`config.mk`:
```
export PLATFORM = sky130hd
export DESIGN_NAME = regfile
export DESIGN_NICKNAME = d
export VERILOG_FILES = /design/src/regfile.sv
export VERILOG_INCLUDE_DIRS = /design/src
export SDC_FILE = /design/constraint.sdc
export NUM_CORES = 2
export LEC_CHECK = 0
export BUFFER_PORTS_ARGS = -buffer_cell sky130_fd_sc_hd__buf_2
export CORE_ASPECT_RATIO = 1.2
export CORE_MARGIN = 4
export CORE_UTILIZATION = 45
export CTS_CLUSTER_DIAMETER = 80
export DETAILED_ROUTE_END_ITERATION = 12
export PLACE_DENSITY_LB_ADDON = 0.3
export SYNTH_ARGS = -nofsm -noshare
export SYNTH_HDL_FRONTEND = slang
export SYNTH_SLANG_ARGS = --single-unit
```
`constraint.sdc`:
```
create_clock -name clk -period 2.04 [get_ports clk]
set_input_delay 0.306 -clock clk [delete_from_list [all_inputs] [get_ports clk]]
set_output_delay 0.306 -clock clk [all_outputs]
set_load 0.05 [all_outputs]
```
`src/rvseed_params.svh`:
```
// width, reset pc, instruction buffer depth and multiplier step macros
`ifndef RVSEED_PARAMS_SVH
`define RVSEED_PARAMS_SVH

`define XLEN       64            // integer register width
`define RESET_PC   32'h8000_0000 // pc of the first buffered instruction
`define IBUF_DEPTH 4             // buffer entries, also the host credits after reset
`define MUL_STEPS  64            // shift-add iterations per multiply

`endif

```
`src/regfile.sv`:
```
// 32 x XLEN integer register file, x0 hardwired, write-through read bypass
`default_nettype none
`include "rvseed_params.svh"

module regfile (
    input  wire              clk,
    input  wire              rst_n_i,
    input  wire [4:0]        raddr1_i,
    input  wire [4:0]        raddr2_i,
    output logic [`XLEN-1:0] rdata1_o,
    output logic [`XLEN-1:0] rdata2_o,
    input  wire              wen_i,
    input  wire [4:0]        waddr_i,
    input  wire [`XLEN-1:0]  wdata_i
);
    logic [`XLEN-1:0] regs [32];

    always_ff @(posedge clk or negedge rst_n_i) begin
        if (!rst_n_i) begin
            for (int i = 0; i < 32; i++) begin
                regs[i] <= '0;
            end
        end else if (wen_i && waddr_i != 5'd0) begin
            regs[waddr_i] <= wdata_i;
        end
    end

    // writeback data visible in the same cycle
    assign rdata1_o = (raddr1_i == 5'd0)                  ? '0      :
                      (wen_i && waddr_i == raddr1_i)      ? wdata_i : regs[raddr1_i];
    assign rdata2_o = (raddr2_i == 5'd0)                  ? '0      :
                      (wen_i && waddr_i == raddr2_i)      ? wdata_i : regs[raddr2_i];

endmodule

`default_nettype wire

```
==> metrics.md <==
| Metric | Value |
|---|---|
| Req. time, crit path | 1.73 ns |
| Final Cell Area | 141700 µm² |
| Clk root buf | clkbuf_16 |
| Yosys warns | 0 |
| Synthesized flop and latch total | 2048 |
| Worst slew margin | 0.4706 |
| H-tree depth | 4 |
| Final period util | 1.558 |
| Maximum vdd drop | 0.8872 mV |
| Finished Core Util | 0.5848 |
| Fraction of layout cells with a size suffix above 1 | 0.6383 |
| CP Launch Point | regs[235]$_DFFE_PN0P_ |
| Clock Pin Slew Worst Setup and Hold Paths | 0.06 ns |
| Most common cell after layout, fill and taps aside | dfrtp_1 |
| # setup viols final | 128 |
| Via count | 79646 |
| Final Hold Viols | 0 |
| Failing checks | negative setup slack |
| Post-DP HPWL | 294800 µm |
| Pre-antenna DRT Iters | 8 |
| Setup crit start kind | flop |
| Top cells by area, synth | dfrtp_1, mux2_2, mux4_2, mux2i_1, clkbuf_1 |
| Placed Area | 130900 µm² |
| Avg WL per Cell | 35.48 µm |
| Min cycle time layout | 3.178 ns |
| Vias per inst | 6.653 |
| Syn_area_per_cell | 14.82 µm² |
| Total grt overflow | 0 |
| Synth Cell Area | 109400 µm² |
| Synth area leader | dfrtp_1 |
| Setup crit end kind | output port |
| Iteration-0 DRC Markers | 7920 |
| Register area share after synthesis | 0.4685 |
| Clock sinks | 2048 |
| Skew-Pair Late Insertion Delay | 0.90 ns |
| Layout Area Growth over Synthesis | 29.54% |
| Max Fclk | 0.3146 GHz |
| Final nets | 8680 |
| CTS Buf Count | 217 |
| Yosys top cell area share | 0.4685 |
| Die ar. | 251100 µm² |
| Global-route wire length before repair | 609400 µm |
| Net Sw Power | 0.03764 W |
| Residual DRC count | 0 |
| Synth Net Count | 7463 |
| Gpl congestion | 0.9193 |
| Worst Min Path Start | wdata_i[52] |
| PD cells | 916.6 nW/µm² |
| Slew @ Worst Pin | 0.7912 ns |
| Post-synth ARST share | 1.000 |
| Biggest register | regs |
| Routed wire length | 424700 µm |
| Internal Power | 0.09224 W |
| Outcome | finished, violations left |
| Initial antenna violation count | 17 |
| GRT Total Usage | 0.3339 |
| Critical path class | flop to output port |
| Num ports | 210 |
| CP arrival | 2.87 ns |
| Predominant post-synthesis flop cell | dfrtp_1 |
| Cell row count | 198 |
| Initial Util | 0.4515 |
| Combinational group share of total power | 0.262 |
| Die Span X | 458.1 µm |
| Top flop regs | regs: 2048 flops |
| Core Area | 242300 µm² |
| Most frequent cells in the layout | dfrtp_1, mux2_2, buf_4, mux4_2, buf_12 |
| Tightest Hold Check Type | input pin to flop |
| CTS tree | yes |
| Seq pwr share | 0.417 |
| Max-slew violations | 0 |
| Worst-path maximum fanout | 3 |
| Port Buffers | 209 |
| Pleak | 62.33 nW |
| Worst Skew | 0 ns |
| R2R Path Start | regs[523]$_DFFE_PN0P_ |
| Switching Fraction | 0.2898 |
| Cells after Synth | 7381 |
| Yosys cell types | 70 |
| Max reg flops | 2048 |
| Die H | 548.1 µm |
| DRT antenna net count | 0 |
| Vias in the first global route | 84013 |
| Clock share of power | 0.321 |
| RSZ-0062 raised after global routing | yes |
| Pin count of the biggest net entering global routing | 97 |
| Clk buf depth | 4 |
| Setup WS post-layout | -1.138 ns |
| Max_cap viols | 0 |
| Number of flops mapped to enable cells by yosys | 0 |
-- layout make-up --
class	count	area [µm²]
Clock buffer	316	6316
Clock inverter	69	1006
Tap cell	3200	4004
Sequential cell	2048	51250
Fill cell	18496	100600
Multi-Input combinational cell	4461	58010
Inverter	6	22.52
Timing Repair Buffer	1864	21070
Antenna cell	8	20.02
-- worst max-delay path: stages, from the launching register on --
cell and delay [ns]:
dfrtp_1 0.40, mux4_2 0.49, a22o_1 0.24, a221oi_2 0.18, buf_4 0.16, o211ai_1 0.17, o211a_2 0.21, buf_12 0.15
-- cells in the mapped netlist, drive strengths merged, types with 3 or more instances --
| library cell | number |
|---|---|
| o211ai | 8 |
| a31oi | 19 |
| o221ai | 52 |
| nand2b | 9 |
| mux2 | 2065 |
| a221oi | 61 |
| clkbuf | 484 |
| o22a | 7 |
| or2 | 3 |
| o21ai | 70 |
| buf | 382 |
| nor3b | 9 |
| a21o | 18 |
| nand3b | 7 |
| and3 | 3 |
| nand3 | 27 |
| a22oi | 68 |
| and3b | 5 |
| nor3 | 40 |
| a211o | 20 |
| nor2 | 149 |
| o21a | 6 |
| nor2b | 32 |
| o22ai | 198 |
| mux2i | 328 |
| inv | 6 |
| a22o | 51 |
| xor2 | 4 |
| a221o | 11 |
| o41ai | 20 |
| a311oi | 6 |
| nand2 | 73 |
| nor4 | 21 |
| a2111oi | 22 |
| a21oi | 110 |
| dfrtp | 2048 |
| mux4 | 870 |
| xnor2 | 6 |
| a211oi | 38 |
| and2 | 4 |
| or3b | 4 |
-- power groups by stage --
stage / Clock, W / Combinational [W] / Sequential [W]
5_1_grt: 0.0437 / 0.0358 / 0.0548
3_5_place_dp: 0 / 0.0316 / 0.0544
2_1_floorplan: 0 / 0.0207 / 0.0525
3_3_place_gp: 0 / 0.0308 / 0.0537
6_report: 0.0417 / 0.0340 / 0.0542
4_1_cts: 0.0420 / 0.0335 / 0.0538
-- per-stage QoR --
| step | TNS (ns) | setup slack, ns | hold slack, ns | total power, W | instances |
|---|---|---|---|---|---|
| 2_1_floorplan | -23.15 | -0.3220 | 0.01041 | 0.07319 | 7381 |
| 3_5_place_dp | -284.61 | -1.183 | 0.2411 | 0.08608 | 11516 |
| 3_3_place_gp | -268.91 | -1.331 | 0.2373 | 0.08450 | 11515 |
| 6_report | -113.14 | -1.138 | 0.04360 | 0.1299 | 11972 |
| 4_1_cts | -116.91 | -1.176 | 0.0006552 | 0.1292 | 11949 |
| 5_1_grt | -120.98 | -1.186 | 0.03490 | 0.1342 | 11970 |
-- cells by family (layout without fill, tap and decap cells) --
kind of cell	Yosys count	after routing	share of synthesized area
other	0	8	0
DFF	2048	2048	0.4685
muxes	3263	3263	0.4217
xor gates and xnor gates	10	10	0.0008006
AOI/OAI and AO/OA	795	795	0.05128
and+or+nand+nor	393	393	0.01771
buffers and inverters	872	2255	0.03999
-- routing by layer --
metal / global-route usage / up-vias / part of all wire
li1: - / 31153 / -
met1: 0.4191 / 42649 / 0.37
met2: 0.5229 / 4420 / 0.46
met3: 0.07555 / 1410 / 0.088
met4: 0.2178 / 14 / 0.078
met5: 0 / - / 0.00024
-- what timing repair did --
item | in CTS | in global routing
endpoints found under the hold margin | 1271 | 0
endpoints found under the setup margin | 128 | 128
setup buffers | 36 | 21
hold buffers | 30 | 0
pin swaps | 231 | 99
gates resized for setup | 493 | 111
-- final timing paths --
path	to	slack (ns)	cells past startpoint
setup / recovery	rdata2_o[43]	-1.14	7
min in group asynchronous	regs[1573]$_DFFE_PN0P_	0.33	3
max in group asynchronous	regs[67]$_DFFE_PN0P_	0.93	4
setup reg to reg	regs[523]$_DFFE_PN0P_	1.03	3
hold / removal	regs[500]$_DFFE_PN0P_	0.04	3
hold reg to reg	regs[2024]$_DFFE_PN0P_	0.40	0
Power figures use the tool's default switching activity.
