<file path="config.mk">
export PLATFORM = sky130hd
export DESIGN_NAME = mul_unit
export DESIGN_NICKNAME = d
export VERILOG_FILES = /design/src/mul_unit.sv
export VERILOG_INCLUDE_DIRS = /design/src
export SDC_FILE = /design/constraint.sdc
export NUM_CORES = 1
export LEC_CHECK = 0
export ABC_AREA = 1
export BUFFER_PORTS_ARGS = -buffer_cell sky130_fd_sc_hd__buf_4
export CELL_PAD_IN_SITES_DETAIL_PLACEMENT = 0
export CELL_PAD_IN_SITES_GLOBAL_PLACEMENT = 1
export CORE_UTILIZATION = 42
export CTS_CLUSTER_DIAMETER = 40
export CTS_CLUSTER_SIZE = 10
export DETAILED_ROUTE_END_ITERATION = 8
export PLACE_DENSITY = 0.85
export SKIP_LAST_GASP = 1
export SLEW_MARGIN = 20
export SYNTH_ARGS = -nofsm -noshare
export SYNTH_HDL_FRONTEND = slang
export SYNTH_SLANG_ARGS = --single-unit
</file>
<file path="constraint.sdc">
create_clock -name clk -period 13.3 [get_ports clk]
set_input_delay 1.995 -clock clk [delete_from_list [all_inputs] [get_ports clk]]
set_output_delay 1.995 -clock clk [all_outputs]
set_load 0.02 [all_outputs]
</file>
<file path="src/rvseed_params.svh">
// width, reset pc, instruction buffer depth and multiplier step macros
`ifndef RVSEED_PARAMS_SVH
`define RVSEED_PARAMS_SVH

`define XLEN       64            // integer register width
`define RESET_PC   32'h8000_0000 // pc of the first buffered instruction
`define IBUF_DEPTH 4             // buffer entries, also the host credits after reset
`define MUL_STEPS  64            // shift-add iterations per multiply

`endif

</file>
<file path="src/mul_unit.sv">
// iterative shift-add multiplier with step counter, low XLEN bits of product
`default_nettype none
`include "rvseed_params.svh"

module mul_unit (
    input  wire              clk,
    input  wire              rst_n_i,
    input  wire              start_i,
    input  wire [`XLEN-1:0]  a_i,
    input  wire [`XLEN-1:0]  b_i,
    output logic [`XLEN-1:0] product_o,
    output logic             done_o
);
    localparam int CNT_W = $clog2(`MUL_STEPS + 1);

    logic [CNT_W-1:0] cnt_q;     // cycles until done
    logic [`XLEN-1:0] mcand_q;
    logic [`XLEN-1:0] mplier_q;
    logic [`XLEN-1:0] acc_q;

    always_ff @(posedge clk or negedge rst_n_i) begin
        if (!rst_n_i) begin
            cnt_q <= '0;
        end else if (start_i) begin
            cnt_q <= CNT_W'(`MUL_STEPS);
        end else if (cnt_q != '0) begin
            cnt_q <= cnt_q - 1'b1;
        end
    end

    // first step taken on the start edge
    always_ff @(posedge clk) begin
        if (start_i) begin
            mcand_q  <= a_i << 1;
            mplier_q <= b_i >> 1;
            acc_q    <= b_i[0] ? a_i : '0;
        end else if (cnt_q > CNT_W'(1)) begin
            if (mplier_q[0]) begin
                acc_q <= acc_q + mcand_q;
            end
            mcand_q  <= mcand_q << 1;
            mplier_q <= mplier_q >> 1;
        end
    end

    assign product_o = acc_q;
    assign done_o    = (cnt_q == CNT_W'(1));  // all steps in acc

endmodule

`default_nettype wire

</file>
==> flow_metrics.env <==
export IMPL_netlist_area_sq_um=14000
export IMPL_ant_nets=0
export IMPL_vias=13079
export IMPL_routabilityCongestion=0.988
export IMPL_fmaxAchievable_ghz=0.240
export IMPL_hold_buffers=0
export IMPL_syn_num_nets=2236
export IMPL_worstPathRequired_ps=13380
export IMPL_rows=66
export IMPL_diodes=0
export IMPL_overflow=0
export IMPL_status="finished clean"
export IMPL_worst_slew_pin_slew_ps=1060
export IMPL_grt_max_degree=109
export IMPL_clk_latency_ps=470
export IMPL_dp_hpwl_mm=32.3
export IMPL_ys_types=35
export IMPL_clkTransAtPathRegs_ps=70
export IMPL_synth_edf_count=190
export IMPL_layout_nets=2411
export IMPL_drive_gt1_share_pct=11.9
export IMPL_synth_fa_ha_area_share_pct=5.88
export IMPL_ys_warn_count=0
export IMPL_area_growth_pct=17.8
export IMPL_drt_iter0_markers=958
export IMPL_cp_common_cell="buf_4"
export IMPL_synthArstFlopShare_pct=3.55
export IMPL_final_setup_tns_ps=0
export IMPL_slew_viol_final=0
export IMPL_critPathLaunchType="input pin"
export IMPL_muxShareOfSynthArea_pct=0
export IMPL_num_fill_cells=3442
export IMPL_yosys_area_share_simple_pct=36.1
export IMPL_cp_top_family="buffers and inverters"
export IMPL_finalPower_mw=3.53
export IMPL_die_area_sq_um=34000
export IMPL_avgRoutedWirePerCell_microns=15.7
export IMPL_remaining_drc_errors=0
export IMPL_core_sq_um=32600
export IMPL_ios=196
export IMPL_post_cts_setup_buffer_count=0
export IMPL_grt_total_usage_pct=25.6
export IMPL_synth_compound_area_share_pct=5.41
export IMPL_io_buffers=195
export IMPL_cpPeakStageDelay_ps=880
export IMPL_rsz0062_at_grt="no"
export IMPL_powerDensity_nw_per_um2=215
export IMPL_grt_pass1_wl_mm=65.8
export IMPL_relSlewSlack_pct=29.5
export IMPL_antenna_found_initial=0
export IMPL_cts_sinks=197
export IMPL_clockRootBuffer="clkbuf_16"
export IMPL_first_pass_iters=8
export IMPL_finalClockSkew_ps=15.2
export IMPL_p_leak_nw=8.87
export IMPL_cpMaxStageDelayCell="buf_4"
export IMPL_hp_class="register to register"
export IMPL_critical_path_class="input pin to register"
export IMPL_grt_pass1_vias=12429
export IMPL_cts_tree="yes"
export IMPL_critPathCaptureType="register"
export IMPL_crit_fanout=108
export IMPL_worstPathArrival_ps=4250
export IMPL_vias_per_cell=4.90
export IMPL_netlist_instances=2040
export IMPL_cts_resized_gates=0
export IMPL_h_tree_depth=4
export IMPL_die_h_microns=184
export IMPL_die_x_microns=184
export IMPL_avgSynthCellArea_sq_um=6.84
export IMPL_numCtsBuffers=17
export IMPL_synth_seq_cells=197
export IMPL_setup_viol=0
export IMPL_cp_num_buf_inv=4
export IMPL_timing_final_crit_share_pct=31.3
export IMPL_path_cells="buf_6 -> inv_6 -> o21ai_4 -> buf_4 -> buf_4"
export IMPL_hold_violations=0
export IMPL_start_util_pct=42.8
export IMPL_synth_top_family_by_area="simple AND/OR/NAND/NOR gates"
export IMPL_synth_ff_type="edfxtp_1"
export IMPL_synthXorXnorAreaFrac_pct=0.439
export IMPL_clockBufferDepth=2
export IMPL_wirelength_mm=41.8
export IMPL_peakVddDrop_mv=0.108
export IMPL_min_period_ps=4170
export IMPL_ys_seq_area_share_pct=42.1
export IMPL_maxCapViolations=0
[layout make-up]
cell class	count	area, sq um	share of cell area, %
Tap cell	442	553	3.37
Multi-Input combinational cell	1473	6680	40.7
Clock inverter	14	148	0.899
Clock buffer	18	429	2.61
Inverter	325	1220	7.45
Sequential cell	197	5880	35.8
Timing Repair Buffer	201	1510	9.21
[worst paths after layout]
path | endpoint | startpoint | slack, ps | cells past startpoint
max | mcand_q[16]$_DFFE_PP_ | start_i | 9130 | 5
min | cnt_q[5]$_DFFE_PN0P_ | cnt_q[5]$_DFFE_PN0P_ | 490 | 1
max reg2reg | mcand_q[16]$_DFFE_PP_ | cnt_q[1]$_DFFE_PN0P_ | 10340 | 7
min reg2reg | cnt_q[5]$_DFFE_PN0P_ | cnt_q[5]$_DFFE_PN0P_ | 490 | 1
max in group asynchronous | cnt_q[1]$_DFFE_PN0P_ | rst_n_i | 11840 | 1
min in group asynchronous | cnt_q[3]$_DFFE_PN0P_ | rst_n_i | 1330 | 1
[Yosys cell counts, drive strengths merged, types with 2 or more instances]
cell	count	area [sq um]
ha	64	801
inv	325	1220
xor2	5	43.8
o21bai	4	30.0
clkbuf	33	124
nor4	2	25.0
nand2	988	3730
edfxtp	190	5710
or2	2	12.5
o21ai	66	330
nand3	103	556
nor3	15	100
nor2	131	519
nand4	12	75.1
o22ai	5	31.3
buf	12	58.8
a21oi	65	325
xnor2	2	17.5
dfrtp	7	175
nand3b	2	15.0
[state kept, by name, summed over array words and instances (netlist names)]
| register | flops |
|---|---|
| mplier_q | 63 |
| cnt_q | 7 |
| mcand_q | 63 |
| product_o | 64 |
[cell usage in the layout (no fill, tap or decap), types with 12 or more instances in the layout]
cell,Yosys,layout
buf_4,0,200
clkbuf_16,0,17
o21ai_0,55,54
edfxtp_1,190,190
ha_1,64,64
nand2_1,981,981
nor2_1,124,124
inv_1,324,324
a21oi_1,65,65
nand3_1,95,95
nand4_1,12,12
[power breakdown]
part / leakage, nW / total, mW / switching, mW / internal, mW
clock: 0.277 / 0.527 / 0.262 / 0.265
combinational: 6.46 / 1.95 / 1.32 / 0.628
sequential: 2.14 / 1.05 / 0.115 / 0.939
total: 8.87 / 3.53 / 1.70 / 1.83
[worst reg2reg max path, stage by stage (launching register included)]
cell,delay (ps)
dfrtp_1,370
inv_1,90
ha_1,180
nand2_1,60
nor2_1,120
o21ai_4,150
buf_4,670
buf_4,890
[per-layer routing]
| layer | share of wire [%] | up-vias | global-route usage [%] |
|---|---|---|---|
| met4 | 1.6 | 0 | 6.87 |
| li1 | - | 6711 | - |
| met2 | 44 | 364 | 40.0 |
| met5 | 0 | - | 0 |
| met3 | 6.2 | 37 | 4.52 |
| met1 | 48 | 5967 | 36.3 |
[cell families (layout without fill, tap and decap cells)]
logic type / after synthesis / in the layout
AO/OA/AOI/OAI: 145 / 145
XOR/XNOR: 7 / 7
flip-flops: 197 / 197
AND/OR/NAND/NOR: 1256 / 1256
adder cells (fa/ha/maj): 65 / 65
buffers and inverters: 370 / 558
[stage by stage]
step | setup WS (ps) | hold slack [ps] | utilization [%] | area [sq um] | std cells
2_1_floorplan | 1250 | 449 | - | 14000 | 2040
3_3_place_gp | 8520 | 475 | 48.6 | 15900 | 2638
3_5_place_dp | 8390 | 479 | 48.6 | 15900 | 2638
4_1_cts | 8900 | 492 | 50.4 | 16400 | 2670
5_1_grt | 8930 | 520 | 50.4 | 16400 | 2670
6_report | 9130 | 492 | 50.4 | 16400 | 2670
No activity file was read; power rests on OpenSTA's default activity.
