File: src/rvseed_params.svh
// width, reset pc, instruction buffer depth and multiplier step macros
`ifndef RVSEED_PARAMS_SVH
`define RVSEED_PARAMS_SVH

`define XLEN       64            // integer register width
`define RESET_PC   32'h8000_0000 // pc of the first buffered instruction
`define IBUF_DEPTH 4             // buffer entries, also the host credits after reset
`define MUL_STEPS  64            // shift-add iterations per multiply

`endif

File: src/rvseed_pkg.sv
// alu op and controller state enums, fetch, id/ex, ex/wb and retire bundles
`default_nettype none
`include "rvseed_params.svh"

package rvseed_pkg;

    typedef enum logic [3:0] {
        ALU_ADD,
        ALU_SUB,
        ALU_AND,
        ALU_OR,
        ALU_XOR,
        ALU_SLL,
        ALU_SRL,
        ALU_SLT,
        ALU_LUI,
        ALU_MUL,
        ALU_NOP
    } alu_op_e;

    typedef enum logic [1:0] {
        ST_RUN,
        ST_MUL_WAIT,
        ST_DRAIN,
        ST_HALTED
    } ctrl_state_e;

    typedef struct packed {
        logic [31:0] pc;
        logic [31:0] inst;
    } fetch_t;

    typedef struct packed {
        logic             valid;
        logic [31:0]      pc;
        logic [31:0]      inst;
        alu_op_e          alu_op;
        logic [`XLEN-1:0] src1;    // forwarded rs1
        logic [`XLEN-1:0] src2;    // forwarded rs2 or immediate
        logic [4:0]       rd;
        logic             reg_wen;
        logic             unknown;
        logic             ebreak;
    } id_ex_t;

    typedef struct packed {
        logic             valid;
        logic [31:0]      pc;
        logic [31:0]      inst;
        logic [4:0]       rd;
        logic             reg_wen;
        logic [`XLEN-1:0] result;
        logic             unknown;
        logic             ebreak;
    } ex_wb_t;

    typedef struct packed {
        logic [31:0]      pc;
        logic [31:0]      inst;
        logic [4:0]       rd;
        logic             reg_wen;
        logic [`XLEN-1:0] data;
        logic             unknown;
    } retire_t;

endpackage

`default_nettype wire

File: src/inst_buffer.sv
// credit-based instruction FIFO with pc tagging and credit return
`default_nettype none
`include "rvseed_params.svh"

module inst_buffer (
    input  wire                     clk,
    input  wire                     rst_n_i,
    input  wire                     inst_valid_i,
    input  wire [31:0]              inst_i,
    input  wire                     pop_i,
    output logic                    head_valid_o,
    output rvseed_pkg::fetch_t      head_o,
    output logic                    credit_o
);
    import rvseed_pkg::*;

    localparam int PTR_W = $clog2(`IBUF_DEPTH);

    fetch_t           mem [`IBUF_DEPTH];
    logic [PTR_W-1:0] wr_ptr_q;
    logic [PTR_W-1:0] rd_ptr_q;
    logic [PTR_W:0]   count_q;
    logic [31:0]      pc_q;     // pc for the next word accepted
    logic             pop;

    function automatic logic [PTR_W-1:0] next_ptr(input logic [PTR_W-1:0] p);
        return (p == PTR_W'(`IBUF_DEPTH - 1)) ? '0 : p + 1'b1;
    endfunction

    assign head_valid_o = (count_q != '0);
    assign head_o       = mem[rd_ptr_q];
    assign pop          = pop_i && head_valid_o;

    always_ff @(posedge clk) begin
        if (inst_valid_i) begin
            mem[wr_ptr_q] <= '{pc: pc_q, inst: inst_i};
        end
    end

    always_ff @(posedge clk or negedge rst_n_i) begin
        if (!rst_n_i) begin
            wr_ptr_q <= '0;
            rd_ptr_q <= '0;
            count_q  <= '0;
            pc_q     <= `RESET_PC;
            credit_o <= 1'b0;
        end else begin
            credit_o <= pop;  // one credit back per freed slot
            if (inst_valid_i) begin
                wr_ptr_q <= next_ptr(wr_ptr_q);
                pc_q     <= pc_q + 32'd4;
            end
            if (pop) begin
                rd_ptr_q <= next_ptr(rd_ptr_q);
            end
            case ({inst_valid_i, pop})
                2'b10:   count_q <= count_q + 1'b1;
                2'b01:   count_q <= count_q - 1'b1;
                default: count_q <= count_q;
            endcase
        end
    end

endmodule

`default_nettype wire

File: config.mk
export PLATFORM = sky130hd
export DESIGN_NAME = inst_buffer
export DESIGN_NICKNAME = d
export VERILOG_FILES = /design/src/rvseed_pkg.sv /design/src/inst_buffer.sv
export VERILOG_INCLUDE_DIRS = /design/src
export SDC_FILE = /design/constraint.sdc
export NUM_CORES = 1
export LEC_CHECK = 0
export BUFFER_PORTS_ARGS = -buffer_cell sky130_fd_sc_hd__buf_2
export CAP_MARGIN = 20
export CORE_ASPECT_RATIO = 1.2
export CORE_UTILIZATION = 60
export CTS_CLUSTER_DIAMETER = 40
export DETAILED_ROUTE_END_ITERATION = 8
export PLACE_DENSITY = 0.81
export SYNTH_ARGS = -nofsm -noshare
export SYNTH_HDL_FRONTEND = slang
export SYNTH_SLANG_ARGS = --single-unit
export TNS_END_PERCENT = 5
File: constraint.sdc
create_clock -name clk -period 5.4 [get_ports clk]
set_clock_uncertainty 0.05 [all_clocks]
set_input_delay 0.54 -clock clk [delete_from_list [all_inputs] [get_ports clk]]
set_output_delay 0.54 -clock clk [all_outputs]
set_load 0.02 [all_outputs]
==> flow_metrics.py <==
metrics = {
    "worst_setup_path": {
        "critPathMaxStageDelay_ns": 1.01,
        "crit_type": "reg2out",
        "worstSetupStartpointType": "flip-flop",
        "crit_arrival_ns": 2.86,
        "required_ns": 4.81,
        "cpMaxStageDelayCell": "dfrtp_4",
        "worstPathMaxFanout": 45,
        "cp.depth": 3,
        "reg2reg_slack_ns": 2.98,
        "cp-end-kind": "output port",
        "cpLargestDelayFamily": "flip-flops",
        "worstReg2RegEnd": "mem[2][37]",
        "critPathBufInv": 2,
        "worstPathCellList": "buf_4 -> mux4_2 -> buf_2",
        "r2r_start": "wr_ptr_q[0]",
        "ff2ff_path_depth": 4,
    },
    "logic_synthesis": {
        "yosys_warnings": 0,
        "synth_area_um2": 10700,
        "synthTopCellsByArea": "edfxtp_1 (69%), mux4_2 (13%), dfrtp_1 (8.6%), xnor2_1 (2.0%), ha_1 (0.82%)",
        "synth_seq_area_share": 0.784,
        "syn_inst": 485,
        "yosysTopAreaCell": "edfxtp_1",
        "synth_top_area_share": 0.695,
        "syn_area_per_cell_um2": 22.1,
        "synth.distinct_cells": 30,
        "postSynthRegisterBits": 286,
    },
    "timing": {
        "fin_crit_ns": 3.45,
        "fin_ws_ns": 1.95,
        "period_share": 0.638,
        "setup_violations": 0,
        "tns_ns": 0,
        "hold_slack_ns": 0.0882,
        "worstMarginPinSlew_ns": 1.07,
        "fmax_mhz": 290,
        "drv_slew": 0,
        "rsz0062_at_grt": "false",
        "slew_headroom": 0.288,
        "hold_viol_final": 0,
    },
    "global_route": {
        "overflow": 0,
        "antenna_found_initial": 1,
        "track_usage": 0.219,
        "grt_max_degree": 46,
        "grt_pass1_vias": 5374,
        "grt_pass1_wl_um": 29400,
    },
    "hold_path": {
        "hold_path_class": "in2async",
    },
    "place": {
        "io_buffers": 99,
        "hpwlAfterDp_um": 11100,
        "place_congestion": 0.744,
        "dp_slack_ns": 2.42,
    },
    "pwr": {
        "powerDensity_nw_per_um2": 551,
        "p_leak_nw": 4.42,
        "vdd_ir_drop_max_mv": 0.321,
    },
    "floorplan": {
        "placementRows": 53,
        "start_util": 0.612,
        "die_x_um": 124,
        "coreArea_um2": 17500,
        "die_area_um2": 18400,
        "io_pins": 102,
        "die_h_um": 148,
    },
    "clock_network": {
        "cts_tree": "yes",
        "hold_buffers": 0,
        "cts_setup_buffers": 0,
        "path_clk_slew_ns": 0.06,
        "htree_levels": 1,
        "cts_buffers": 29,
        "cts_max_path_buffers": 3,
        "clk_latency_ns": 0.53,
        "cts_resized": 0,
        "cts_sinks": 286,
        "root_buffer": "clkbuf_16",
    },
    "route": {
        "drt-initial-drc-count": 350,
        "wirelength_um": 19000,
        "drtAntennaViolNets": 0,
        "wl_per_cell_um": 22.5,
        "vias": 5040,
        "first_pass_iters": 5,
        "drc": 0,
        "vias_per_cell": 5.96,
    },
    "cells_and_area": {
        "mostFrequentLayoutCell": "edfxtp_1",
        "drive_gt1_frac": 0.360,
        "final_cell_mix": "edfxtp_1 (248), buf_2 (99), mux4_2 (62), dfrtp_1 (35), clkbuf_16 (29)",
        "area_delta_synth_final_pct": 15.7,
        "n_fill_cell": 1023,
        "final_nets": 648,
    },
    "run_status": {
        "status": "finished clean",
    },
    "flow_run": {
        "cap_violations": 0,
    },
}
worst reg2reg max path, stage by stage (launching register included):
cell and delay (ns):
dfrtp_1 0.41, inv_1 0.11, ha_1 0.14, and2_2 0.82, buf_4 0.53
flip-flops by register name, summed over array words and instances, names as in the netlist:
name and cells:
mem 248, pc_q 30, count_q 3, rd_ptr_q 2, wr_ptr_q 2, credit_o 1
synthesized netlist by cell type:
cell and number:
edfxtp_1 248, mux4_2 62, dfrtp_1 37, xnor2_1 24, nand3_1 15, nand2_1 11, inv_1 10, buf_2 9
nand4_1 9, nor2_1 9, xor2_1 8, ha_1 7, and2_1 5, clkbuf_1 4, nor3_1 4, buf_1 3
and3_1 2, buf_4 2, mux2_2 2, nor4_4 2, o21ai_0 2, or3_1 2, a21o_1 1, conb_1 1
dfstp_2 1, fa_1 1, mux2i_1 1, nand3_2 1, nand4_2 1, nor3_2 1
report_power, final:
part	total (mW)	leakage, nW	internal (mW)	switching [mW]
Clock	1.95	0.461	1.14	0.803
Combinational	1.77	1.15	0.762	1.01
Sequential	3.11	2.81	2.83	0.276
routing by layer:
layer | share of wire | vias up | GRT usage
met5 | 0 | - | 0
li1 | - | 2189 | -
met3 | 0.059 | 35 | 0.0391
met2 | 0.53 | 175 | 0.374
met4 | 0.021 | 0 | 0.0690
met1 | 0.39 | 2641 | 0.288
worst max path at each step:
stage                      start          to
floorplan           inst_valid_i   mem[0][0]
global placement     rd_ptr_q[0]  head_o[26]
detailed placement   rd_ptr_q[0]  head_o[24]
CTS                  rd_ptr_q[0]  head_o[24]
global route         rd_ptr_q[0]  head_o[14]
finish               rd_ptr_q[0]  head_o[24]
final cells by class:
type                            count  area [um^2]  share of cell area
Sequential cell                   286         8400               0.677
Multi-Input combinational cell    172         2200               0.178
Clock buffer                       35          748              0.0603
Timing Repair Buffer              105          541              0.0436
Tap cell                          220          275              0.0222
Clock inverter                     17          193              0.0155
Inverter                           10         37.5             0.00303
Antenna cell                        1         2.50            0.000202
through the flow:
stage | utilization | area, um^2 | instances | total power [mW]
floorplan | - | 10700 | 486 | 4.36
global placement | 0.655 | 11500 | 793 | 4.89
detailed placement | 0.655 | 11500 | 793 | 4.95
CTS | 0.708 | 12400 | 845 | 6.92
global route | 0.708 | 12400 | 845 | 7.13
finish | 0.709 | 12400 | 846 | 6.83
cell families (layout without fill, tap and decap cells):
logic type,Yosys count,after routing,share of synthesized area
compound gates,3,3,0.00163
xor+xnor,32,32,0.0261
fa+ha+maj,8,8,0.0100
buf+inv,28,167,0.0116
flops,286,286,0.784
mux,65,65,0.133
other cells,1,3,0.000350
simple gates,62,62,0.0334
Power figures use the tool's default switching activity.
