### src/rvseed_params.svh
// width, reset pc, instruction buffer depth and multiplier step macros
`ifndef RVSEED_PARAMS_SVH
`define RVSEED_PARAMS_SVH

`define XLEN       64            // integer register width
`define RESET_PC   32'h8000_0000 // pc of the first buffered instruction
`define IBUF_DEPTH 4             // buffer entries, also the host credits after reset
`define MUL_STEPS  64            // shift-add iterations per multiply

`endif

### src/rvseed_pkg.sv
// alu op and controller state enums, fetch, id/ex, ex/wb and retire bundles
`default_nettype none
`include "rvseed_params.svh"

package rvseed_pkg;

    typedef enum logic [3:0] {
        ALU_ADD,
        ALU_SUB,
        ALU_AND,
        ALU_OR,
        ALU_XOR,
        ALU_SLL,
        ALU_SRL,
        ALU_SLT,
        ALU_LUI,
        ALU_MUL,
        ALU_NOP
    } alu_op_e;

    typedef enum logic [1:0] {
        ST_RUN,
        ST_MUL_WAIT,
        ST_DRAIN,
        ST_HALTED
    } ctrl_state_e;

    typedef struct packed {
        logic [31:0] pc;
        logic [31:0] inst;
    } fetch_t;

    typedef struct packed {
        logic             valid;
        logic [31:0]      pc;
        logic [31:0]      inst;
        alu_op_e          alu_op;
        logic [`XLEN-1:0] src1;    // forwarded rs1
        logic [`XLEN-1:0] src2;    // forwarded rs2 or immediate
        logic [4:0]       rd;
        logic             reg_wen;
        logic             unknown;
        logic             ebreak;
    } id_ex_t;

    typedef struct packed {
        logic             valid;
        logic [31:0]      pc;
        logic [31:0]      inst;
        logic [4:0]       rd;
        logic             reg_wen;
        logic [`XLEN-1:0] result;
        logic             unknown;
        logic             ebreak;
    } ex_wb_t;

    typedef struct packed {
        logic [31:0]      pc;
        logic [31:0]      inst;
        logic [4:0]       rd;
        logic             reg_wen;
        logic [`XLEN-1:0] data;
        logic             unknown;
    } retire_t;

endpackage

`default_nettype wire

### src/id_stage.sv
// decoder, immediate generation, operand forwarding and id/ex register
`default_nettype none
`include "rvseed_params.svh"

module id_stage (
    input  wire                     clk,
    input  wire                     rst_n_i,
    input  wire                     head_valid_i,
    input  wire rvseed_pkg::fetch_t head_i,
    input  wire                     stall_i,
    output logic                    pop_o,
    input  wire [`XLEN-1:0]         rdata1_i,
    input  wire [`XLEN-1:0]         rdata2_i,
    output logic [4:0]              raddr1_o,
    output logic [4:0]              raddr2_o,
    input  wire [`XLEN-1:0]         ex_result_i,
    input  wire rvseed_pkg::ex_wb_t ex_wb_i,
    output rvseed_pkg::id_ex_t      id_ex_o,
    output logic                    ebreak_o
);
    import rvseed_pkg::*;

    logic [31:0]      inst;
    logic [`XLEN-1:0] imm;
    logic [`XLEN-1:0] fwd1;
    logic [`XLEN-1:0] fwd2;
    alu_op_e          alu_op;
    logic             use_imm;
    logic             reg_wen;
    logic             unknown;
    logic             ebreak;
    id_ex_t           id_ex_q;

    assign inst     = head_i.inst;
    assign raddr1_o = inst[19:15];
    assign raddr2_o = inst[24:20];
    assign pop_o    = head_valid_i && !stall_i;
    assign ebreak_o = head_valid_i && ebreak;
    assign id_ex_o  = id_ex_q;

    always_comb begin
        alu_op  = ALU_NOP;
        imm     = {{(`XLEN-12){inst[31]}}, inst[31:20]};  // i-type unless lui
        use_imm = 1'b0;
        unknown = 1'b0;
        ebreak  = 1'b0;
        case (inst[6:0])
            7'b0110011: begin
                case ({inst[31:25], inst[14:12]})
                    10'b0000000_000: alu_op = ALU_ADD;
                    10'b0100000_000: alu_op = ALU_SUB;
                    10'b0000001_000: alu_op = ALU_MUL;
                    10'b0000000_001: alu_op = ALU_SLL;
                    10'b0000000_010: alu_op = ALU_SLT;
                    10'b0000000_100: alu_op = ALU_XOR;
                    10'b0000000_101: alu_op = ALU_SRL;
                    10'b0000000_110: alu_op = ALU_OR;
                    10'b0000000_111: alu_op = ALU_AND;
                    default:         unknown = 1'b1;
                endcase
            end
            7'b0010011: begin
                use_imm = 1'b1;
                case (inst[14:12])
                    3'b000:  alu_op = ALU_ADD;
                    3'b010:  alu_op = ALU_SLT;
                    3'b100:  alu_op = ALU_XOR;
                    3'b110:  alu_op = ALU_OR;
                    3'b111:  alu_op = ALU_AND;
                    3'b001:  if (inst[31:26] == 6'd0) alu_op = ALU_SLL; else unknown = 1'b1;
                    3'b101:  if (inst[31:26] == 6'd0) alu_op = ALU_SRL; else unknown = 1'b1;
                    default: unknown = 1'b1;  // sltiu
                endcase
            end
            7'b0110111: begin
                alu_op  = ALU_LUI;
                use_imm = 1'b1;
                imm     = {{(`XLEN-32){inst[31]}}, inst[31:12], 12'b0};
            end
            7'b1110011: if (inst == 32'h0010_0073) ebreak = 1'b1; else unknown = 1'b1;
            default:    unknown = 1'b1;
        endcase
        reg_wen = !(unknown || ebreak);
    end

    // later checks override, so the nearer stage wins
    always_comb begin
        fwd1 = rdata1_i;
        fwd2 = rdata2_i;
        if (ex_wb_i.valid && ex_wb_i.reg_wen && ex_wb_i.rd == raddr1_o) fwd1 = ex_wb_i.result;
        if (ex_wb_i.valid && ex_wb_i.reg_wen && ex_wb_i.rd == raddr2_o) fwd2 = ex_wb_i.result;
        if (id_ex_q.valid && id_ex_q.reg_wen && id_ex_q.rd == raddr1_o) fwd1 = ex_result_i;
        if (id_ex_q.valid && id_ex_q.reg_wen && id_ex_q.rd == raddr2_o) fwd2 = ex_result_i;
        if (raddr1_o == 5'd0) fwd1 = '0;
        if (raddr2_o == 5'd0) fwd2 = '0;
    end

    always_ff @(posedge clk or negedge rst_n_i) begin
        if (!rst_n_i) begin
            id_ex_q <= '0;
        end else if (pop_o) begin
            id_ex_q.valid   <= 1'b1;
            id_ex_q.pc      <= head_i.pc;
            id_ex_q.inst    <= inst;
            id_ex_q.alu_op  <= alu_op;
            id_ex_q.src1    <= fwd1;
            id_ex_q.src2    <= use_imm ? imm : fwd2;
            id_ex_q.rd      <= inst[11:7];
            id_ex_q.reg_wen <= reg_wen;
            id_ex_q.unknown <= unknown;
            id_ex_q.ebreak  <= ebreak;
        end else begin
            id_ex_q.valid <= 1'b0;  // bubble, nothing popped
        end
    end

endmodule

`default_nettype wire

### config.mk
export PLATFORM = sky130hd
export DESIGN_NAME = id_stage
export DESIGN_NICKNAME = d
export VERILOG_FILES = /design/src/rvseed_pkg.sv /design/src/id_stage.sv
export VERILOG_INCLUDE_DIRS = /design/src
export SDC_FILE = /design/constraint.sdc
export NUM_CORES = 1
export LEC_CHECK = 0
export ABC_AREA = 1
export BUFFER_PORTS_ARGS = -buffer_cell sky130_fd_sc_hd__buf_2
export CAP_MARGIN = 20
export CELL_PAD_IN_SITES_DETAIL_PLACEMENT = 1
export CELL_PAD_IN_SITES_GLOBAL_PLACEMENT = 2
export CORE_ASPECT_RATIO = 1.1
export CORE_UTILIZATION = 20
export DETAILED_ROUTE_END_ITERATION = 8
export PLACE_DENSITY_LB_ADDON = 0.1
export SLEW_MARGIN = 20
export SYNTH_ARGS = -nofsm -noshare
export SYNTH_HDL_FRONTEND = slang
export SYNTH_SLANG_ARGS = --single-unit
### constraint.sdc
create_clock -name clk -period 1.4 [get_ports clk]
set_input_delay 0.21 -clock clk [delete_from_list [all_inputs] [get_ports clk]]
set_output_delay 0.21 -clock clk [all_outputs]
set_load 0.05 [all_outputs]
==> impl_metrics.toml, run 1 <==
[detailed_routing]
drt-met1-wl_mm = 32.3
wl_met2_mm = 37.3
wl_mm = 75.5
viasPerCell = 4.52
drt_iter0_markers = 699
ant_nets = 0
num_vias = 15269
first_pass_iters = 5
highest_layer = "met5"
wire_per_inst_um = 22.3
routed-wl-met3_mm = 3.96
drcViolationCount = 0

[sta]
final-max-slew-violation-count = 0
fin_ws_ps = -376
rsz0062_at_grt = "true"
hold_violations = 0
setup_viol = 139
clock.fmax_mhz = 563
period_share = 1.27
relSlewSlack = 0.677
worst_slew_pin_slew_ps = 483
final.min_clock_period_ps = 1780
skew_ps = 15.1

[finish]
largest_reg_flops = 200
utilization = 0.357
design.final.nets = 2985
syn_to_final_growth_pct = 75.3
fillers = 7252
drive_gt1_frac = 0.402
instances_no_fill = 3381

[critical_path]
critPathMostFrequentCell = "o21ai_1"
start_kind = "flop"
crit_type = "flop to flop"
worstPathArrival_ps = 2160
slowest_delay_ps = 460
end_kind = "flop"
crit_family = "buffers and inverters"
cp.buffers_inverters = 4
cp_cell_sequence = "buf_6 > xor2_4 > nor2_4 > nand3_4 > buf_12 > buf_8 > buf_16 > o21ai_1 > o21ai_1 > nand2_1"
worstPathRequired_ps = 1790
slowest_stage = "dfrtp_2"
cp_max_fo = 9

[grt]
grt_overflow = 0
antenna_found_initial = 32
grt_pass1_wl_mm = 110
grtUsageTotal = 0.246
grt_pass1_vias = 16203
grt_max_degree = 46

[synthesis]
syn_area_per_cell_um2 = 6.44
synth.distinct_cells = 26
ys_seq_area_frac = 0.417
syn_inst = 1861
synth_area_leaders = "dfrtp_1 42%, nand2_1 18%, nor2_1 13%"
synth_top_area_share = 0.417
synth-seq-cells = 200
syn-num-nets = 2258
ys_warn_count = 0
synth_top_area_cell = "dfrtp_1"
synth_area_mm2 = 0.0120

[power]
switching_share = 0.435
powerDensity_mw_per_mm2 = 970
pwr-share-seq = 0.346
ir_drop_v = 0.000913
p_clk_frac = 0.262
leakage_nw = 11.2
p_comb_frac = 0.392
netSwitchingPower_w = 0.00887
intPower_w = 0.0115

[floorplanning]
ios = 614
die_h_um = 259
die_area_mm2 = 0.0609
dieWidth_um = 235
rows = 93
start_util = 0.204
coreArea_mm2 = 0.0589

[placement]
pre_cts_slack_ps = -469
dp_hpwl_mm = 53.4
finalWeightedCongestion = 0.860
dp_cells = 3179
port_buffers = 547

[worst_hold_path]
hold_class = "input port to flop"

[clock_network]
cts_max_level = 4
numCtsBuffers = 17
cts_root_buf = "clkbuf_16"
insertion_delay_ps = 510
tritoncts = "yes"
clock_sinks = 200
path_clk_slew_ps = 80
clk_path_buf_depth = 2

[outcome]
violations = "setup timing"
status = "complete, but fails checks"

[job]
cap_violations = 0
==> Yosys cell counts (all sizes together) <==
cell type and instances:
o211ai 2, dfrtp 200, buf 73, a21oi 72, inv 134, clkbuf 59, nor2 415, o2111ai 1
nand2 573, nand3 170, xor2 6, nand3b 1, nand4 22, nor3 4, o21ai 129
==> tightest hold or removal path, delay by kind of cell <==
kind | cells | cell delay (ps)
buffers and inverters | 2 | 140
AND/OR/NAND/NOR | 2 | 100
AO/OA/AOI/OAI | 1 | 60
==> placed cells by master (no fill, tap or decap), types with 41 or more instances in the layout <==
cell type	netlist	layout
nor2_2	1	57
nor2_1	413	295
buf_12	0	47
nand3_2	1	44
buf_4	22	216
nand2_1	573	548
o21ai_1	19	59
nand3_1	169	120
clkbuf_4	0	41
nor2_4	1	63
inv_1	132	124
o21ai_0	109	60
dfrtp_1	200	191
buf_2	42	374
dlygate4sd3_1	0	92
==> cell type report <==
cell class,count,area (µm²),share of cell area
Inverter,134,508,0.0242
Clock inverter,15,175,0.00833
Antenna cell,20,50.0,0.00238
Timing Repair Buffer,840,6840,0.326
Sequential cell,200,5020,0.239
Clock buffer,17,425,0.0202
Multi-Input combinational cell,1395,7050,0.335
Tap cell,760,951,0.0452
==> cells by family after synthesis <==
family                 share of synthesized area
AND/OR/NAND/NOR                            0.396
buffers and inverters                     0.0952
AO/OA/AOI/OAI                             0.0866
flip-flops                                 0.417
XOR/XNOR                                 0.00438
==> through the flow <==
stage / setup TNS [ps] / instance area [µm²] / power, W / hold slack, ps
4_1_cts: -40260 / 20100 / 0.0205 / 0.260
5_1_grt: -48490 / 21000 / 0.0214 / 15.8
2_1_floorplan: -14960 / 12100 / 0.0112 / -85.6
6_report: -38770 / 21000 / 0.0204 / 28.6
3_5_place_dp: -48900 / 16800 / 0.0142 / 106
3_3_place_gp: -47910 / 16800 / 0.0141 / 105
==> metal layers <==
metal | vias up | track usage
met4 | 24 | 0.0768
met3 | 93 | 0.0561
met1 | 7448 | 0.305
li1 | 7296 | -
met5 | - | 0
met2 | 408 | 0.421
==> power by group through the flow <==
stage | clock network, W | registers (W) | logic [W]
final | 0.00534 | 0.00704 | 0.00800
after global placement | 0 | 0.00710 | 0.00702
after floorplan | 0 | 0.00969 | 0.00154
after detailed placement | 0 | 0.00712 | 0.00705
after CTS | 0.00563 | 0.00705 | 0.00779
after global routing | 0.00575 | 0.00715 | 0.00846
==> path summary, 6_finish.rpt <==
path | slack (ps) | cells past startpoint | start | to
setup reg to reg | -380 | 10 | id_ex_o[147] | id_ex_o[87]
max in group asynchronous | 610 | 3 | rst_n_i | id_ex_o[133]
hold reg to reg | 470 | 2 | id_ex_o[196] | id_ex_o[196]
hold / removal | 30 | 5 | rdata1_i[19] | id_ex_o[91]
setup / recovery | -380 | 10 | id_ex_o[147] | id_ex_o[87]
min in group asynchronous | 170 | 2 | rst_n_i | id_ex_o[154]
==> repair_timing <==
item                                   CTS  global route
endpoints found under the hold margin  290             0
buffers inserted                        44            13
resized for setup                      288           305
pin swaps                               80           115
cloned                                  20             2
setup endpoints to repair              246           192
hold buffers                            92             0
Power figures use the tool's default switching activity.
==> run 2, diff against run 1 <==
Clock period 1.4 ns to 1.52 ns, I/O delays scaled along.
==> run 2 against run 1 <==
Effect of this change:
- the flow still finishes with violations (setup timing)
- via count shrank 2.6%
- fmax grew 3.0%
- total power shrank 11%
- routed wire length shrank 4.4%
- non-clock buffer count shrank 68
- die area is the same
- clock skew grew 0.61 ps
- critical path type unchanged
- critical endpoint is now id_ex_o[86]
- highest routed layer unchanged
==> impl_metrics.toml, run 2 (synthesized netlist as in run 1, its figures left out) <==
[sta]
period_share = 1.13
final.min_clock_period_ps = 1720
rsz0062_at_grt = "true"
relSlewSlack = 0.658
worst_slew_pin_slew_ps = 513
hold_violations = 0
setup_viol = 133
clock.fmax_mhz = 580
fin_ws_ps = -204
final-max-slew-violation-count = 0
skew_ps = 15.7

[clock_network]
clk_path_buf_depth = 2
path_clk_slew_ps = 100
clock_sinks = 200
numCtsBuffers = 17
insertion_delay_ps = 510
cts_max_level = 4
tritoncts = "yes"
cts_root_buf = "clkbuf_16"

[grt]
grt_pass1_wl_mm = 105
grt_max_degree = 48
grtUsageTotal = 0.235
grt_pass1_vias = 15495
grt_overflow = 0
antenna_found_initial = 33

[floorplanning]
start_util = 0.204
rows = 93
die_area_mm2 = 0.0609
dieWidth_um = 235
coreArea_mm2 = 0.0589
ios = 614
die_h_um = 259

[finish]
drive_gt1_frac = 0.366
fillers = 7365
final_area_mm2 = 0.0191
final_common_cell = "nand2_1"
utilization = 0.325
final_cell_mix = "553 x nand2_1, 531 x buf_2, 332 x nor2_1"
syn_to_final_growth_pct = 59.5
design.final.nets = 2917
instances_no_fill = 3310
largest_reg_flops = 200

[outcome]
violations = "setup timing"
status = "complete, but fails checks"

[critical_path]
start_kind = "flop"
cp-startpoint = "id_ex_o[147]"
r2r_cells = 9
end_kind = "flop"
worstPathRequired_ps = 1900
crit_type = "flop to flop"
cp_max_fo = 39
r2r-start = "id_ex_o[147]"
worstPathArrival_ps = 2110

[detailed_routing]
drt_iter0_markers = 589
wl_mm = 72.2
viasPerCell = 4.49
drcViolationCount = 0
wire_per_inst_um = 21.8
num_vias = 14867
first_pass_iters = 4
ant_nets = 0

[placement]
dp_cells = 3176
finalWeightedCongestion = 0.829
place_area_mm2 = 0.0166
dp_hpwl_mm = 52.2
port_buffers = 547

[worst_hold_path]
hold_start = "rdata1_i[49]"
whs_path_depth = 5
hold_class = "input port to flop"

[job]
cap_violations = 0

[power]
powerDensity_mw_per_mm2 = 945
ir_drop_v = 0.000826
leakage_nw = 10.5
-- run 2: final timing paths --
kind,end,slack (ps)
worst min register to register,id_ex_o[173],470
max in group asynchronous,id_ex_o[27],630
min in group asynchronous,id_ex_o[154],220
worst min-delay path,id_ex_o[121],10
worst max register to register,id_ex_o[86],-200
worst max-delay path,id_ex_o[86],-200
-- run 2: final cells by class --
| class | instances | area [µm²] | share of cell area |
|---|---|---|---|
| flip-flops and latches | 200 | 5010 | 0.262 |
| clock buffers | 17 | 425 | 0.0222 |
| multi-input cells | 1395 | 6600 | 0.345 |
| repair buffers | 772 | 5400 | 0.283 |
| clock inverters | 15 | 176 | 0.00923 |
| inverters | 134 | 508 | 0.0266 |
| diodes | 17 | 42.5 | 0.00222 |
| well taps | 760 | 951 | 0.0497 |
-- run 2: metrics by stage --
stage / setup slack (ps) / hold slack (ps) / setup TNS [ps] / total power [W]
5_1_grt: -299 / 0.724 / -31000 / 0.0190
6_report: -204 / 14.5 / -17430 / 0.0181
4_1_cts: -199 / 0.291 / -19060 / 0.0183
3_3_place_gp: -389 / 152 / -32470 / 0.0129
2_1_floorplan: -43.8 / -67.6 / -1520 / 0.0103
3_5_place_dp: -396 / 155 / -34460 / 0.0129
-- run 2: where the power goes --
| part | internal (W) | total (W) | switching, W |
|---|---|---|---|
| clock network | 0.00221 | 0.00491 | 0.00269 |
| logic | 0.00186 | 0.00674 | 0.00487 |
| registers | 0.00601 | 0.00643 | 0.000429 |
-- run 2: layer usage --
metal	wire length, µm	track usage
met4	1700	0.0759
met5	159	0
met3	3690	0.0581
met2	34900	0.390
met1	31800	0.297
-- run 2: timing repair --
action | in CTS | in global routing
gates resized for setup | 134 | 158
gates cloned | 11 | 3
setup endpoints to repair | 142 | 137
pin swaps | 29 | 60
hold buffers | 61 | 0
buffers inserted | 7 | 7
hold endpoints to repair | 201 | 0
-- run 2: worst max-delay path, cell delays in order, from the launching register on --
cell and delay [ps]:
dfrtp_2 460, xor2_2 170, nor2_2 170, nand3_4 90, buf_12 160, buf_16 180
nor2_2 100, nor2_1 40, o21ai_1 130, nand2_1 70
